File: src/design/rename_pkg.sv
package rename_pkg;

    // datapath and register file size
    localparam int xlen     = 32;
    localparam int num_regs = 32;

    // accepted major opcodes
    localparam logic [6:0] opcode_op     = 7'b0110011;
    localparam logic [6:0] opcode_op_imm = 7'b0010011;

    // alu lane op codes
    localparam logic [2:0] alu_add = 3'd0;
    localparam logic [2:0] alu_sub = 3'd1;
    localparam logic [2:0] alu_xor = 3'd2;
    localparam logic [2:0] alu_or  = 3'd3;
    localparam logic [2:0] alu_and = 3'd4;
    localparam logic [2:0] alu_sll = 3'd5;
    localparam logic [2:0] alu_srl = 3'd6;

    // one instruction word, seen as r-type or as i-type
    typedef union packed {
        struct packed {
            logic [6:0] funct7;
            logic [4:0] rs2;
            logic [4:0] rs1;
            logic [2:0] funct3;
            logic [4:0] rd;
            logic [6:0] opcode;
        } r;
        struct packed {
            logic [11:0] imm12;
            logic [4:0]  rs1;
            logic [2:0]  funct3;
            logic [4:0]  rd;
            logic [6:0]  opcode;
        } i;
    } instr_word_u;

endpackage

File: src/design/instr_decode.sv
module instr_decode (
    input  logic                       clk,
    input  logic                       rst,
    input  logic                       instr_valid,
    input  logic [31:0]                instr_word,
    input  logic [rename_pkg::xlen-1:0] instr_pc,
    input  logic                       stall,
    output logic                       dec_valid,
    output logic [4:0]                 dec_rd,
    output logic [4:0]                 dec_rs1,
    output logic [4:0]                 dec_rs2,
    output logic                       dec_use_imm,
    output logic [rename_pkg::xlen-1:0] dec_imm,
    output logic [2:0]                 dec_op,
    output logic                       dec_is_mul,
    output logic [rename_pkg::xlen-1:0] dec_pc
);

    rename_pkg::instr_word_u iw;
    logic                    legal;
    logic                    f3_ok;
    logic                    use_imm;
    logic                    is_mul;
    logic [2:0]              op;

    assign iw = instr_word;

    always_comb begin
        legal   = 1'b0;
        f3_ok   = 1'b1;
        use_imm = 1'b0;
        is_mul  = 1'b0;
        // funct3 picks the basic alu function
        case (iw.r.funct3)
            3'b000:  op = rename_pkg::alu_add;
            3'b100:  op = rename_pkg::alu_xor;
            3'b110:  op = rename_pkg::alu_or;
            3'b111:  op = rename_pkg::alu_and;
            3'b001:  op = rename_pkg::alu_sll;
            3'b101:  op = rename_pkg::alu_srl;
            default: begin
                op    = rename_pkg::alu_add;
                f3_ok = 1'b0;
            end
        endcase
        if (iw.r.opcode == rename_pkg::opcode_op) begin
            if (iw.r.funct7 == 7'b0000000) begin
                legal = f3_ok;
            end else if (iw.r.funct7 == 7'b0100000 && iw.r.funct3 == 3'b000) begin
                legal = 1'b1;
                op    = rename_pkg::alu_sub;
            end else if (iw.r.funct7 == 7'b0000001 && iw.r.funct3 == 3'b000) begin
                // mul, low half only
                legal  = 1'b1;
                is_mul = 1'b1;
            end
        end else if (iw.i.opcode == rename_pkg::opcode_op_imm) begin
            // no immediate shifts in this subset
            legal   = f3_ok && iw.i.funct3 != 3'b001 && iw.i.funct3 != 3'b101;
            use_imm = 1'b1;
        end
    end

    // valid bit, held during stall
    always_ff @(posedge clk) begin
        if (rst) begin
            dec_valid <= 1'b0;
        end else if (!stall) begin
            dec_valid <= instr_valid && legal;
        end
    end

    // decoded payload
    always_ff @(posedge clk) begin
        if (!stall) begin
            dec_rd      <= iw.r.rd;
            dec_rs1     <= iw.r.rs1;
            // i-type has no second source, x0 is always ready
            dec_rs2     <= use_imm ? 5'd0 : iw.r.rs2;
            dec_use_imm <= use_imm;
            dec_imm     <= {{(rename_pkg::xlen-12){iw.i.imm12[11]}}, iw.i.imm12};
            dec_op      <= op;
            dec_is_mul  <= is_mul;
            dec_pc      <= instr_pc;
        end
    end

endmodule

File: src/design/rat_arf.sv
module rat_arf #(
    parameter int ROB_DEPTH = 8
) (
    input  logic                        clk,
    input  logic                        rst,
    input  logic [4:0]                  rs1,
    input  logic [4:0]                  rs2,
    input  logic                        rename_en,
    input  logic [4:0]                  rename_rd,
    input  logic [$clog2(ROB_DEPTH)-1:0] rename_tag,
    input  logic                        commit_valid,
    input  logic [4:0]                  commit_rd,
    input  logic [$clog2(ROB_DEPTH)-1:0] commit_tag,
    input  logic [rename_pkg::xlen-1:0] commit_data,
    output logic                        rs1_ready,
    output logic [$clog2(ROB_DEPTH)-1:0] rs1_tag,
    output logic [rename_pkg::xlen-1:0] rs1_value,
    output logic                        rs2_ready,
    output logic [$clog2(ROB_DEPTH)-1:0] rs2_tag,
    output logic [rename_pkg::xlen-1:0] rs2_value
);

    localparam int TAG_W = $clog2(ROB_DEPTH);

    // per register: committed value, ready flag, newest producer
    logic [rename_pkg::xlen-1:0] value [rename_pkg::num_regs];
    logic                        ready [rename_pkg::num_regs];
    logic [TAG_W-1:0]            tag   [rename_pkg::num_regs];

    // read ports for dispatch
    assign rs1_ready = ready[rs1];
    assign rs1_tag   = tag[rs1];
    assign rs1_value = value[rs1];
    assign rs2_ready = ready[rs2];
    assign rs2_tag   = tag[rs2];
    assign rs2_value = value[rs2];

    always_ff @(posedge clk) begin
        if (rst) begin
            for (int i = 0; i < rename_pkg::num_regs; i++) begin
                value[i] <= '0;
                ready[i] <= 1'b1;
                tag[i]   <= '0;
            end
        end else begin
            // only the newest producer may make the register ready again
            if (commit_valid && commit_rd != 5'd0 && tag[commit_rd] == commit_tag) begin
                value[commit_rd] <= commit_data;
                ready[commit_rd] <= 1'b1;
            end
            // rename comes last so it overrides a same-cycle commit
            if (rename_en && rename_rd != 5'd0) begin
                ready[rename_rd] <= 1'b0;
                tag[rename_rd]   <= rename_tag;
            end
        end
    end

endmodule

File: src/design/dispatch_stage.sv
module dispatch_stage #(
    parameter int ROB_DEPTH = 8
) (
    input  logic                        dec_valid,
    input  logic [4:0]                  dec_rd,
    input  logic [4:0]                  dec_rs1,
    input  logic [4:0]                  dec_rs2,
    input  logic                        dec_use_imm,
    input  logic [rename_pkg::xlen-1:0] dec_imm,
    input  logic [2:0]                  dec_op,
    input  logic                        dec_is_mul,
    input  logic [rename_pkg::xlen-1:0] dec_pc,
    input  logic                        rs1_ready,
    input  logic [$clog2(ROB_DEPTH)-1:0] rs1_tag,
    input  logic [rename_pkg::xlen-1:0] rs1_value,
    input  logic                        rs2_ready,
    input  logic [$clog2(ROB_DEPTH)-1:0] rs2_tag,
    input  logic [rename_pkg::xlen-1:0] rs2_value,
    input  logic                        rob_full,
    input  logic                        src1_done,
    input  logic [rename_pkg::xlen-1:0] src1_value,
    input  logic                        src2_done,
    input  logic [rename_pkg::xlen-1:0] src2_value,
    input  logic [$clog2(ROB_DEPTH)-1:0] alloc_tag,
    output logic [$clog2(ROB_DEPTH)-1:0] src1_tag,
    output logic [$clog2(ROB_DEPTH)-1:0] src2_tag,
    output logic                        stall,
    output logic                        disp_valid,
    output logic [4:0]                  disp_rd,
    output logic [rename_pkg::xlen-1:0] disp_pc,
    output logic [2:0]                  disp_op,
    output logic                        disp_is_mul,
    output logic [$clog2(ROB_DEPTH)-1:0] disp_tag,
    output logic [rename_pkg::xlen-1:0] opa,
    output logic [rename_pkg::xlen-1:0] opb
);

    logic avail1;
    logic avail2;

    // rob lookup uses the producer tag from the rename table
    assign src1_tag = rs1_tag;
    assign src2_tag = rs2_tag;

    // x0, committed register or finished rob entry
    assign avail1 = dec_rs1 == 5'd0 || rs1_ready || src1_done;
    assign avail2 = dec_use_imm || dec_rs2 == 5'd0 || rs2_ready || src2_done;

    always_comb begin
        if (dec_rs1 == 5'd0) begin
            opa = '0;
        end else if (rs1_ready) begin
            opa = rs1_value;
        end else begin
            opa = src1_value;
        end
        // immediate replaces the second source
        if (dec_use_imm) begin
            opb = dec_imm;
        end else if (dec_rs2 == 5'd0) begin
            opb = '0;
        end else if (rs2_ready) begin
            opb = rs2_value;
        end else begin
            opb = src2_value;
        end
    end

    // stall only while a real instruction waits
    assign stall      = dec_valid && (!avail1 || !avail2 || rob_full);
    assign disp_valid = dec_valid && !stall;

    assign disp_rd     = dec_rd;
    assign disp_pc     = dec_pc;
    assign disp_op     = dec_op;
    assign disp_is_mul = dec_is_mul;
    // tag is simply the rob tail slot
    assign disp_tag    = alloc_tag;

endmodule

File: src/design/exec_units.sv
module exec_units #(
    parameter int ROB_DEPTH   = 8,
    parameter int MUL_LATENCY = 3
) (
    input  logic                        clk,
    input  logic                        rst,
    input  logic                        disp_valid,
    input  logic                        disp_is_mul,
    input  logic [2:0]                  disp_op,
    input  logic [$clog2(ROB_DEPTH)-1:0] disp_tag,
    input  logic [rename_pkg::xlen-1:0] opa,
    input  logic [rename_pkg::xlen-1:0] opb,
    output logic                        alu_done,
    output logic [$clog2(ROB_DEPTH)-1:0] alu_tag,
    output logic [rename_pkg::xlen-1:0] alu_value,
    output logic                        mul_done,
    output logic [$clog2(ROB_DEPTH)-1:0] mul_tag,
    output logic [rename_pkg::xlen-1:0] mul_value
);

    localparam int TAG_W = $clog2(ROB_DEPTH);

    logic [rename_pkg::xlen-1:0] alu_res;
    logic [rename_pkg::xlen-1:0] prod;
    // multiply pipe stages
    logic                        mv [MUL_LATENCY];
    logic [TAG_W-1:0]            mt [MUL_LATENCY];
    logic [rename_pkg::xlen-1:0] mp [MUL_LATENCY];

    always_comb begin
        case (disp_op)
            rename_pkg::alu_sub: alu_res = opa - opb;
            rename_pkg::alu_xor: alu_res = opa ^ opb;
            rename_pkg::alu_or:  alu_res = opa | opb;
            rename_pkg::alu_and: alu_res = opa & opb;
            // shift amount is the low five bits
            rename_pkg::alu_sll: alu_res = opa << opb[4:0];
            rename_pkg::alu_srl: alu_res = opa >> opb[4:0];
            default:             alu_res = opa + opb;
        endcase
    end

    // low half of the product
    assign prod = opa * opb;

    always_ff @(posedge clk) begin
        if (rst) begin
            alu_done <= 1'b0;
            for (int s = 0; s < MUL_LATENCY; s++) begin
                mv[s] <= 1'b0;
            end
        end else begin
            alu_done <= disp_valid && !disp_is_mul;
            mv[0]    <= disp_valid && disp_is_mul;
            for (int s = 1; s < MUL_LATENCY; s++) begin
                mv[s] <= mv[s-1];
            end
        end
    end

    // payload moves along with the valid bits
    always_ff @(posedge clk) begin
        alu_tag   <= disp_tag;
        alu_value <= alu_res;
        mt[0]     <= disp_tag;
        mp[0]     <= prod;
        for (int s = 1; s < MUL_LATENCY; s++) begin
            mt[s] <= mt[s-1];
            mp[s] <= mp[s-1];
        end
    end

    assign mul_done  = mv[MUL_LATENCY-1];
    assign mul_tag   = mt[MUL_LATENCY-1];
    assign mul_value = mp[MUL_LATENCY-1];

endmodule

File: src/design/reorder_buffer.sv
module reorder_buffer #(
    parameter int ROB_DEPTH = 8
) (
    input  logic                        clk,
    input  logic                        rst,
    input  logic                        alloc_en,
    input  logic [4:0]                  alloc_rd,
    input  logic [rename_pkg::xlen-1:0] alloc_pc,
    input  logic [$clog2(ROB_DEPTH)-1:0] src1_tag,
    input  logic [$clog2(ROB_DEPTH)-1:0] src2_tag,
    input  logic                        alu_done,
    input  logic [$clog2(ROB_DEPTH)-1:0] alu_tag,
    input  logic [rename_pkg::xlen-1:0] alu_value,
    input  logic                        mul_done,
    input  logic [$clog2(ROB_DEPTH)-1:0] mul_tag,
    input  logic [rename_pkg::xlen-1:0] mul_value,
    output logic [$clog2(ROB_DEPTH)-1:0] alloc_tag,
    output logic                        rob_full,
    output logic                        src1_done,
    output logic [rename_pkg::xlen-1:0] src1_value,
    output logic                        src2_done,
    output logic [rename_pkg::xlen-1:0] src2_value,
    output logic                        commit_valid,
    output logic [4:0]                  commit_rd,
    output logic [rename_pkg::xlen-1:0] commit_data,
    output logic [rename_pkg::xlen-1:0] commit_pc,
    output logic [$clog2(ROB_DEPTH)-1:0] commit_tag
);

    localparam int TAG_W = $clog2(ROB_DEPTH);

    logic [4:0]                  rd    [ROB_DEPTH];
    logic [rename_pkg::xlen-1:0] pc    [ROB_DEPTH];
    logic [rename_pkg::xlen-1:0] value [ROB_DEPTH];
    logic                        done  [ROB_DEPTH];
    logic [TAG_W-1:0]            head;
    logic [TAG_W-1:0]            tail;
    logic [TAG_W:0]              count;
    logic                        do_commit;

    assign alloc_tag = tail;
    assign rob_full  = count == (TAG_W+1)'(ROB_DEPTH);
    // head retires once its result is in
    assign do_commit = count != '0 && done[head];

    // operand lookup, sees done one cycle after completion
    assign src1_done  = done[src1_tag];
    assign src1_value = value[src1_tag];
    assign src2_done  = done[src2_tag];
    assign src2_value = value[src2_tag];

    always_ff @(posedge clk) begin
        if (rst) begin
            head         <= '0;
            tail         <= '0;
            count        <= '0;
            commit_valid <= 1'b0;
            for (int i = 0; i < ROB_DEPTH; i++) begin
                done[i] <= 1'b0;
            end
        end else begin
            commit_valid <= do_commit;
            if (do_commit) begin
                head <= head + 1'b1;
            end
            if (alloc_en) begin
                done[tail] <= 1'b0;
                tail       <= tail + 1'b1;
            end
            // completion ports never target the tail slot
            if (alu_done) begin
                done[alu_tag] <= 1'b1;
            end
            if (mul_done) begin
                done[mul_tag] <= 1'b1;
            end
            count <= count + (TAG_W+1)'(alloc_en) - (TAG_W+1)'(do_commit);
        end
    end

    // entry payload and commit outputs
    always_ff @(posedge clk) begin
        if (alloc_en) begin
            rd[tail] <= alloc_rd;
            pc[tail] <= alloc_pc;
        end
        if (alu_done) begin
            value[alu_tag] <= alu_value;
        end
        if (mul_done) begin
            value[mul_tag] <= mul_value;
        end
        commit_rd   <= rd[head];
        commit_data <= value[head];
        commit_pc   <= pc[head];
        commit_tag  <= head;
    end

endmodule

File: src/design/rename_core_top.sv
module rename_core_top #(
    parameter int ROB_DEPTH   = 8,
    parameter int MUL_LATENCY = 3
) (
    input  logic                        clk,
    input  logic                        rst,
    input  logic                        instr_valid,
    input  logic [31:0]                 instr_word,
    input  logic [rename_pkg::xlen-1:0] instr_pc,
    output logic                        stall,
    output logic                        commit_valid,
    output logic [4:0]                  commit_rd,
    output logic [rename_pkg::xlen-1:0] commit_data,
    output logic [rename_pkg::xlen-1:0] commit_pc
);

    localparam int TAG_W = $clog2(ROB_DEPTH);
    localparam int XW    = rename_pkg::xlen;

    // decode to dispatch
    logic          dec_valid, dec_use_imm, dec_is_mul;
    logic [4:0]    dec_rd, dec_rs1, dec_rs2;
    logic [XW-1:0] dec_imm, dec_pc;
    logic [2:0]    dec_op;
    // rename table read ports
    logic             rs1_ready, rs2_ready;
    logic [TAG_W-1:0] rs1_tag, rs2_tag;
    logic [XW-1:0]    rs1_value, rs2_value;
    // rob lookup and allocation
    logic             rob_full, src1_done, src2_done;
    logic [TAG_W-1:0] src1_tag, src2_tag, alloc_tag, commit_tag;
    logic [XW-1:0]    src1_value, src2_value;
    // dispatch to lanes
    logic             disp_valid, disp_is_mul;
    logic [4:0]       disp_rd;
    logic [XW-1:0]    disp_pc, opa, opb;
    logic [2:0]       disp_op;
    logic [TAG_W-1:0] disp_tag;
    // completion ports
    logic             alu_done, mul_done;
    logic [TAG_W-1:0] alu_tag, mul_tag;
    logic [XW-1:0]    alu_value, mul_value;

    instr_decode u_instr_decode (
        .clk(clk), .rst(rst), .instr_valid(instr_valid), .instr_word(instr_word),
        .instr_pc(instr_pc), .stall(stall), .dec_valid(dec_valid), .dec_rd(dec_rd),
        .dec_rs1(dec_rs1), .dec_rs2(dec_rs2), .dec_use_imm(dec_use_imm), .dec_imm(dec_imm),
        .dec_op(dec_op), .dec_is_mul(dec_is_mul), .dec_pc(dec_pc)
    );

    rat_arf #(.ROB_DEPTH(ROB_DEPTH)) u_rat_arf (
        .clk(clk), .rst(rst), .rs1(dec_rs1), .rs2(dec_rs2),
        .rename_en(disp_valid), .rename_rd(disp_rd), .rename_tag(disp_tag),
        .commit_valid(commit_valid), .commit_rd(commit_rd), .commit_tag(commit_tag),
        .commit_data(commit_data), .rs1_ready(rs1_ready), .rs1_tag(rs1_tag),
        .rs1_value(rs1_value), .rs2_ready(rs2_ready), .rs2_tag(rs2_tag), .rs2_value(rs2_value)
    );

    dispatch_stage #(.ROB_DEPTH(ROB_DEPTH)) u_dispatch_stage (
        .dec_valid(dec_valid), .dec_rd(dec_rd), .dec_rs1(dec_rs1), .dec_rs2(dec_rs2),
        .dec_use_imm(dec_use_imm), .dec_imm(dec_imm), .dec_op(dec_op),
        .dec_is_mul(dec_is_mul), .dec_pc(dec_pc), .rs1_ready(rs1_ready), .rs1_tag(rs1_tag),
        .rs1_value(rs1_value), .rs2_ready(rs2_ready), .rs2_tag(rs2_tag),
        .rs2_value(rs2_value), .rob_full(rob_full), .src1_done(src1_done),
        .src1_value(src1_value), .src2_done(src2_done), .src2_value(src2_value),
        .alloc_tag(alloc_tag), .src1_tag(src1_tag), .src2_tag(src2_tag), .stall(stall),
        .disp_valid(disp_valid), .disp_rd(disp_rd), .disp_pc(disp_pc), .disp_op(disp_op),
        .disp_is_mul(disp_is_mul), .disp_tag(disp_tag), .opa(opa), .opb(opb)
    );

    exec_units #(.ROB_DEPTH(ROB_DEPTH), .MUL_LATENCY(MUL_LATENCY)) u_exec_units (
        .clk(clk), .rst(rst), .disp_valid(disp_valid), .disp_is_mul(disp_is_mul),
        .disp_op(disp_op), .disp_tag(disp_tag), .opa(opa), .opb(opb),
        .alu_done(alu_done), .alu_tag(alu_tag), .alu_value(alu_value),
        .mul_done(mul_done), .mul_tag(mul_tag), .mul_value(mul_value)
    );

    reorder_buffer #(.ROB_DEPTH(ROB_DEPTH)) u_reorder_buffer (
        .clk(clk), .rst(rst), .alloc_en(disp_valid), .alloc_rd(disp_rd),
        .alloc_pc(disp_pc), .src1_tag(src1_tag), .src2_tag(src2_tag),
        .alu_done(alu_done), .alu_tag(alu_tag), .alu_value(alu_value),
        .mul_done(mul_done), .mul_tag(mul_tag), .mul_value(mul_value),
        .alloc_tag(alloc_tag), .rob_full(rob_full), .src1_done(src1_done),
        .src1_value(src1_value), .src2_done(src2_done), .src2_value(src2_value),
        .commit_valid(commit_valid), .commit_rd(commit_rd), .commit_data(commit_data),
        .commit_pc(commit_pc), .commit_tag(commit_tag)
    );

endmodule

File: config.mk
export PLATFORM = sky130hd
export DESIGN_NAME = rename_core_top
export DESIGN_NICKNAME = d
export VERILOG_FILES = /design/src/design/rename_pkg.sv /design/src/design/instr_decode.sv /design/src/design/rat_arf.sv /design/src/design/dispatch_stage.sv /design/src/design/exec_units.sv /design/src/design/reorder_buffer.sv /design/src/design/rename_core_top.sv
export SDC_FILE = /design/constraint.sdc
export NUM_CORES = 2
export LEC_CHECK = 0
export BUFFER_PORTS_ARGS = -buffer_cell sky130_fd_sc_hd__buf_2
export CAP_MARGIN = 20
export CORE_UTILIZATION = 45
export CTS_CLUSTER_DIAMETER = 50
export CTS_CLUSTER_SIZE = 40
export DETAILED_ROUTE_END_ITERATION = 7
export PLACE_DENSITY_LB_ADDON = 0.1
export RECOVER_POWER = 50
export SKIP_LAST_GASP = 1
export SLEW_MARGIN = 20
export SYNTH_ARGS = -nofsm -noshare
export SYNTH_HDL_FRONTEND = slang
export SYNTH_SLANG_ARGS = --single-unit
File: constraint.sdc
create_clock -name clk -period 29.7 [get_ports clk]
set_clock_uncertainty 0.2 [all_clocks]
set_input_delay 2.97 -clock clk [delete_from_list [all_inputs] [get_ports clk]]
set_output_delay 2.97 -clock clk [all_outputs]
set_load 0.01 [all_outputs]
Yosys cells after proc, flatten, opt, wreduce, memory -nomap -nowiden
Memories as Yosys holds them, arrays and structs flattened. A register that Yosys moved wholly into a read port is not among the register bits.
Index checks and enable logic that the tools add are counted.
{ "classes": {"addsub": 6, "mul": 1, "n_eq_ne": 19, "shifts": 2, "n_mux": 74, "bitwise": 7, "reduce_logical": 40} }
{ "ops": {"columns": ["operator", "n"], "rows": [
  ["two-way mux 32 bit", 6],
  ["case mux 32 bit (6 select lines)", 1],
  ["two-way mux 5 bit", 13],
  ["two-way mux 1 bit", 44],
  ["adder 32 bit", 1],
  ["bitwise AND 32 bit", 1],
  ["multiplier 32 x 32 -> 32 bit", 1],
  ["bitwise OR 32 bit", 1],
  ["OR reduction 32 bit", 1],
  ["left shift 32 x 5 -> 32 bit", 1],
  ["right shift 32 x 5 -> 32 bit", 1],
  ["subtractor 32 bit", 1],
  ["XOR 32 bit", 1],
  ["two-way mux 3 bit", 9],
  ["equality test 3 bit (second input constant)", 7],
  ["case mux 3 bit (5 select lines)", 1],
  ["equality test 7 x 6 -> 1 bit (second input constant)", 2],
  ["logical AND 1 bit", 13],
  ["zero test 5 bit", 2],
  ["nonzero test 5 bit", 2],
  ["equality test 7 x 1 -> 1 bit (second input constant)", 1],
  ["equality test 7 x 5 -> 1 bit (second input constant)", 1],
  ["zero test 7 bit", 1],
  ["logical OR 1 bit", 7],
  ["other kinds (17)", 30]
]} }
{ "totals": {"register_bits": 115, "ram_bits": 1820, "input_bits": 67, "wordCells": 176, "mem_count": 10} }
{ "memory_table": {"columns": ["memory", "words", "width", "rd", "rd_clocked_by_memory_dff", "write_ports", "line_no", "source"], "rows": [
  ["u_rat_arf.value", 32, 32, 2, 2, 32, "rat_arf.sv:26", "logic [rename_pkg::xlen-1:0] value [rename_pkg::num_regs];"],
  ["u_reorder_buffer.pc", 8, 32, 1, 1, 1, "reorder_buffer.sv:33", "logic [rename_pkg::xlen-1:0] pc [ROB_DEPTH];"],
  ["u_reorder_buffer.value", 8, 32, 3, 1, 2, "reorder_buffer.sv:34", "logic [rename_pkg::xlen-1:0] value [ROB_DEPTH];"],
  ["u_exec_units.mp", 3, 32, 3, 0, 3, "exec_units.sv:28", "logic [rename_pkg::xlen-1:0] mp [MUL_LATENCY];"],
  ["u_rat_arf.tag", 32, 3, 3, 2, 32, "rat_arf.sv:28", "logic [TAG_W-1:0] tag [rename_pkg::num_regs];"],
  ["u_reorder_buffer.rd", 8, 5, 1, 1, 1, "reorder_buffer.sv:32", "logic [4:0] rd [ROB_DEPTH];"],
  ["+4 memories", null, null, null, null, null, null, null]
]} }

Depth between registers and ports, before layout
{ "logic_depth": {"word_depth": 16, "depth_mapped": 46, "ltp_nobuf": 38} }

By module
A second synthesis with hierarchy kept.
{ "unflattened": {"hier_cells": 8623, "area_unflattened_um2": 122825.3} }
{ "modules_own_cells": {"columns": ["mod", "instances", "cells_per_inst", "area_per_inst_um2"], "rows": [
  ["rat_arf", 1, 3770, 62989.2],
  ["reorder_buffer", 1, 1533, 30236.5],
  ["exec_units", 1, 2961, 25668.4],
  ["instr_decode", 1, 120, 2314.7],
  ["dispatch_stage", 1, 239, 1616.6]
]} }

Worst setup path before layout
No wires, ideal clock.
{ "synth_path": {"path_kind": "register -> register", "start": "reg with a tool-made name", "end": "mem u_exec_units.mp[0][31] in the netlist's numbering", "setup_time_ps": 130, "arrival_ps": 10976, "t_required_ps": 29370, "setup_slack_ps": 18394, "stages_incl_launch_ff": 42, "synth_period_minus_slack_ps": 11306, "path_cell_list": "dfxtp_1 -> buf_2 -> buf_4 -> buf_2 -> buf_1 -> buf_1 -> mux4_2 -> mux4_2 -> mux2_2 -> a22o_1 -> a31oi_4 -> clkbuf_1 -> clkbuf_1 -> buf_1 -> nor2_1 -> fa_1 -> inv_1 -> fa_1 -> [6 not listed] -> ha_1 -> fa_1 -> inv_1 -> fa_1 -> inv_1 -> ha_1 -> a21o_1 -> a21oi_1 -> nor3b_1 -> a21bo_2 -> a21boi_0 -> o21ai_0 -> o41a_1 -> nand4_1 -> a31oi_1 -> and4_1 -> a2111oi_0 -> xnor3_1"} }
{ "synth_lines": {"columns": ["item", "line_no"], "rows": [
  ["to (decl)", "exec_units.sv:28"]
]} }

==> metrics.yaml <==
status:
  status: "finished with violations"
  violations: "max-capacitance violations, max-slew violations"
finish:
  final_cell_mix: "edfxtp_1, mux4_2, and2_1, nor2_1, inv_1"
  area_delta_synth_final_pct: 11.20
  final_common_cell: "edfxtp_1"
  fin_nets: 9715
  final_util_pct: 50.43
  drive_above_1_share_pct: 23.21
critical_path:
  critPathMaxStageDelay_ns: 0.86
  critPathSlowestCell: "dfxtp_4"
  reg2reg_depth: 38
  required_ns: 30.23
  r2r_end: "u_exec_units.mp[0][31]$_DFF_P_"
  cp_max_fo: 99
  arrival_ns: 14.88
  crit_type: "flop to flop"
  end_kind: "flop"
  r2r_slack_ns: 15.35
  critPathMostFrequentCell: "fa_1"
  worst_setup_path_start_kind: "flop"
die:
  start_util_pct: 45.35
  die_w_um: 522.1
  dieHeight_um: 522.1
  dieArea_um2: 272600
  fp-row-count: 190
  core_um2: 268400
  num_io_pins: 138
power_and_ir_drop:
  leakage_nw: 50.50
  ir_drop_mv: 1.094
  totalPowerFinal_mw: 15.51
  power_density_nw_per_um2: 114.6
yosys:
  ys.flop_type: "edfxtp_1"
  ys_async_sr_fraction_pct: 0
  yosysSeqAreaShare_pct: 47.40
  syn_inst: 8996
  ys_ff_latch: 2014
  yosysWarningCount: 0
  synth_cell_types: 101
  syn_area_um2: 121700
  synth_edf_count: 1736
  syn_area_per_cell_um2: 13.53
sta:
  max_clock_freq_mhz: 69.70
  fin_setup_tns_ns: 0
  rsz0062_at_grt: "no"
  period_minus_slack_ns: 14.35
  setup_slack_ns: 15.35
  period_share_pct: 48.31
  slew_headroom_pct: -210.9
  drv_slew: 2480
  setup_violations: 0
  finalHoldViolCount: 0
  max_slew.worst_pin.slew_ns: 4.614
clocking:
  clk_pin_slew_ns: 0.07
  cts_sinks: 2014
  postCtsSetupBuffers: 0
  holdBufCountCts: 0
  root_buffer: "clkbuf_16"
  cts_made_buffers: 266
  clk_path_buf_depth: 4
  cts_tree: "done"
  htree_levels: 5
  ctsResizeCount: 0
  insertion_delay_ns: 0.87
placement:
  place_ws_ns: 15.49
  port_buffers: 137
  hpwl_mm: 306.6
  place_congestion: 0.9598
hold_path:
  worstHoldPathType: "flop to flop"
  hold_path_end: "u_exec_units.mp[0][83]$_DFF_P_"
  whs_path_depth: 0
  hold_start: "u_exec_units.mp[0][51]$_DFF_P_"
global_routing:
  grt_antenna_before_repair: 73
  grt_overflow: 0
  grt_max_degree: 128
  grt_usage_pct: 35.24
  grt_pass1_vias: 83349
  grt_pass1_wl_mm: 663.9
drt:
  drt-total-wl_mm: 479.8
  wl_per_cell_um: 37.43
  drt_iter0_markers: 11516
  vias: 82798
  first_pass_iters: 6
  vias_per_cell: 6.458
  drc: 0
  ant_nets: 0
job:
  max_cap_violations: 95
## layer usage
layer,wire (um),vias to the layer above,GRT usage [%]
met4,30000,30,18.36
met2,213500,5140,53.66
li1,-,33208,-
met3,50700,1184,7.816
met1,185300,43236,47.36
met5,342,-,0
## state kept, by name (all words and copies together) (netlist names), 12 cells and up, named ones only
signal	cells
u_rat_arf.tag	96
u_rat_arf.value	1024
u_reorder_buffer.rd	40
u_exec_units.mp	96
u_reorder_buffer.pc	256
u_exec_units.alu_value	32
u_instr_decode.dec_imm	12
u_reorder_buffer.commit_pc	32
u_reorder_buffer.value	256
u_reorder_buffer.commit_data	32
u_rat_arf.ready	32
u_instr_decode.dec_pc	32
## metrics by stage
step                      cells  hold WS, ns  instance area (um^2)
after floorplan            9030       0.1096                121800
after global placement    12292       0.1116                126900
after detailed placement  12293       0.1121                126900
after CTS                 12772       0.1085                136000
after global routing      12794       0.1103                135300
final                     12821       0.1078                135300
## report_power, final
part           switching (mW)  leakage [nW]  total (mW)  internal, mW
clock                    1.40          4.37        3.33          1.93
sequential              0.196          19.5        3.57          3.37
combinational            5.11          26.6        8.61          3.50
total                    6.71          50.5        15.5          8.80
## logic make-up after synthesis
kind of cell,Yosys count,synth area share (%)
fa+ha+maj,638,9.088
flops,2014,47.40
mux,1699,23.36
buf+inv,1299,4.441
other cells,1,0.003081
compound gates,795,4.531
simple gates,2404,10.08
xor+xnor,146,1.096
## cell usage after synthesis (all sizes together) (12+ instances only)
| cell | instances | area [um^2] |
|---|---|---|
| a211oi | 55 | 422.9 |
| a21boi | 18 | 135.1 |
| a21o | 42 | 315.3 |
| a21oi | 164 | 839.6 |
| a221oi | 28 | 300.3 |
| a22oi | 46 | 345.3 |
| a2bb2oi | 35 | 306.5 |
| a311oi | 14 | 122.6 |
| a31oi | 27 | 198.9 |
| a32oi | 13 | 113.9 |
| and2 | 1015 | 6350 |
| and3 | 25 | 156.4 |
| buf | 245 | 1435 |
| clkbuf | 466 | 1763 |
| clkinv | 21 | 78.83 |
| dfxtp | 278 | 5565 |
| edfxtp | 1736 | 52130 |
| fa | 410 | 8208 |
| ha | 228 | 2853 |
| inv | 567 | 2128 |
| mux2 | 429 | 4831 |
| mux2i | 404 | 4044 |
| mux4 | 866 | 19560 |
| nand2 | 501 | 1881 |
| nand2b | 21 | 138.9 |
| nand3 | 92 | 460.4 |
| nand3b | 18 | 135.1 |
| nand4 | 20 | 125.1 |
| nor2 | 586 | 2202 |
| nor2b | 27 | 168.9 |
| nor3 | 48 | 245.2 |
| o211ai | 22 | 165.2 |
| o21a | 14 | 105.1 |
| o21ai | 171 | 867.1 |
| o22ai | 21 | 131.4 |
| or3 | 12 | 81.33 |
| xnor2 | 116 | 1016 |
| xor2 | 26 | 227.7 |
## layout make-up
cell class / count / area (um^2)
diodes: 48 / 120.1
clock buffers: 294 / 6963
clock inverters: 185 / 2108
fillers: 22956 / 133100
inverters: 588 / 2210
multi-input cells: 5717 / 59180
flip-flops and latches: 2014 / 57730
well taps: 3552 / 4444
repair buffers: 423 / 2585
## worst max-delay path: cells and delay by family (launching register included)
family / cells / cell delay [ns]
fa+ha+maj: 10 / 4.13
buf+inv: 9 / 2.95
flops: 1 / 0.86
simple gates: 3 / 0.64
xor+xnor: 1 / 0.47
mux: 3 / 1.29
compound gates: 12 / 3.27
## how the worst max path moves through the flow
stage / startpoint / endpoint / slack (ns) / depth (start not counted)
floorplan: flop / u_exec_units.mp[0][31]$_DFF_P_ / 18.39 / 41
global placement: flop / u_exec_units.mp[0][31]$_DFF_P_ / 15.67 / 38
detailed placement: flop / u_exec_units.mp[0][31]$_DFF_P_ / 15.49 / 38
CTS: flop / u_exec_units.mp[0][31]$_DFF_P_ / 15.42 / 38
global route: flop / u_exec_units.mp[0][31]$_DFF_P_ / 14.86 / 38
finish: flop / u_exec_units.mp[0][31]$_DFF_P_ / 15.35 / 38
Note: power is estimated with default switching activity, not from simulation.
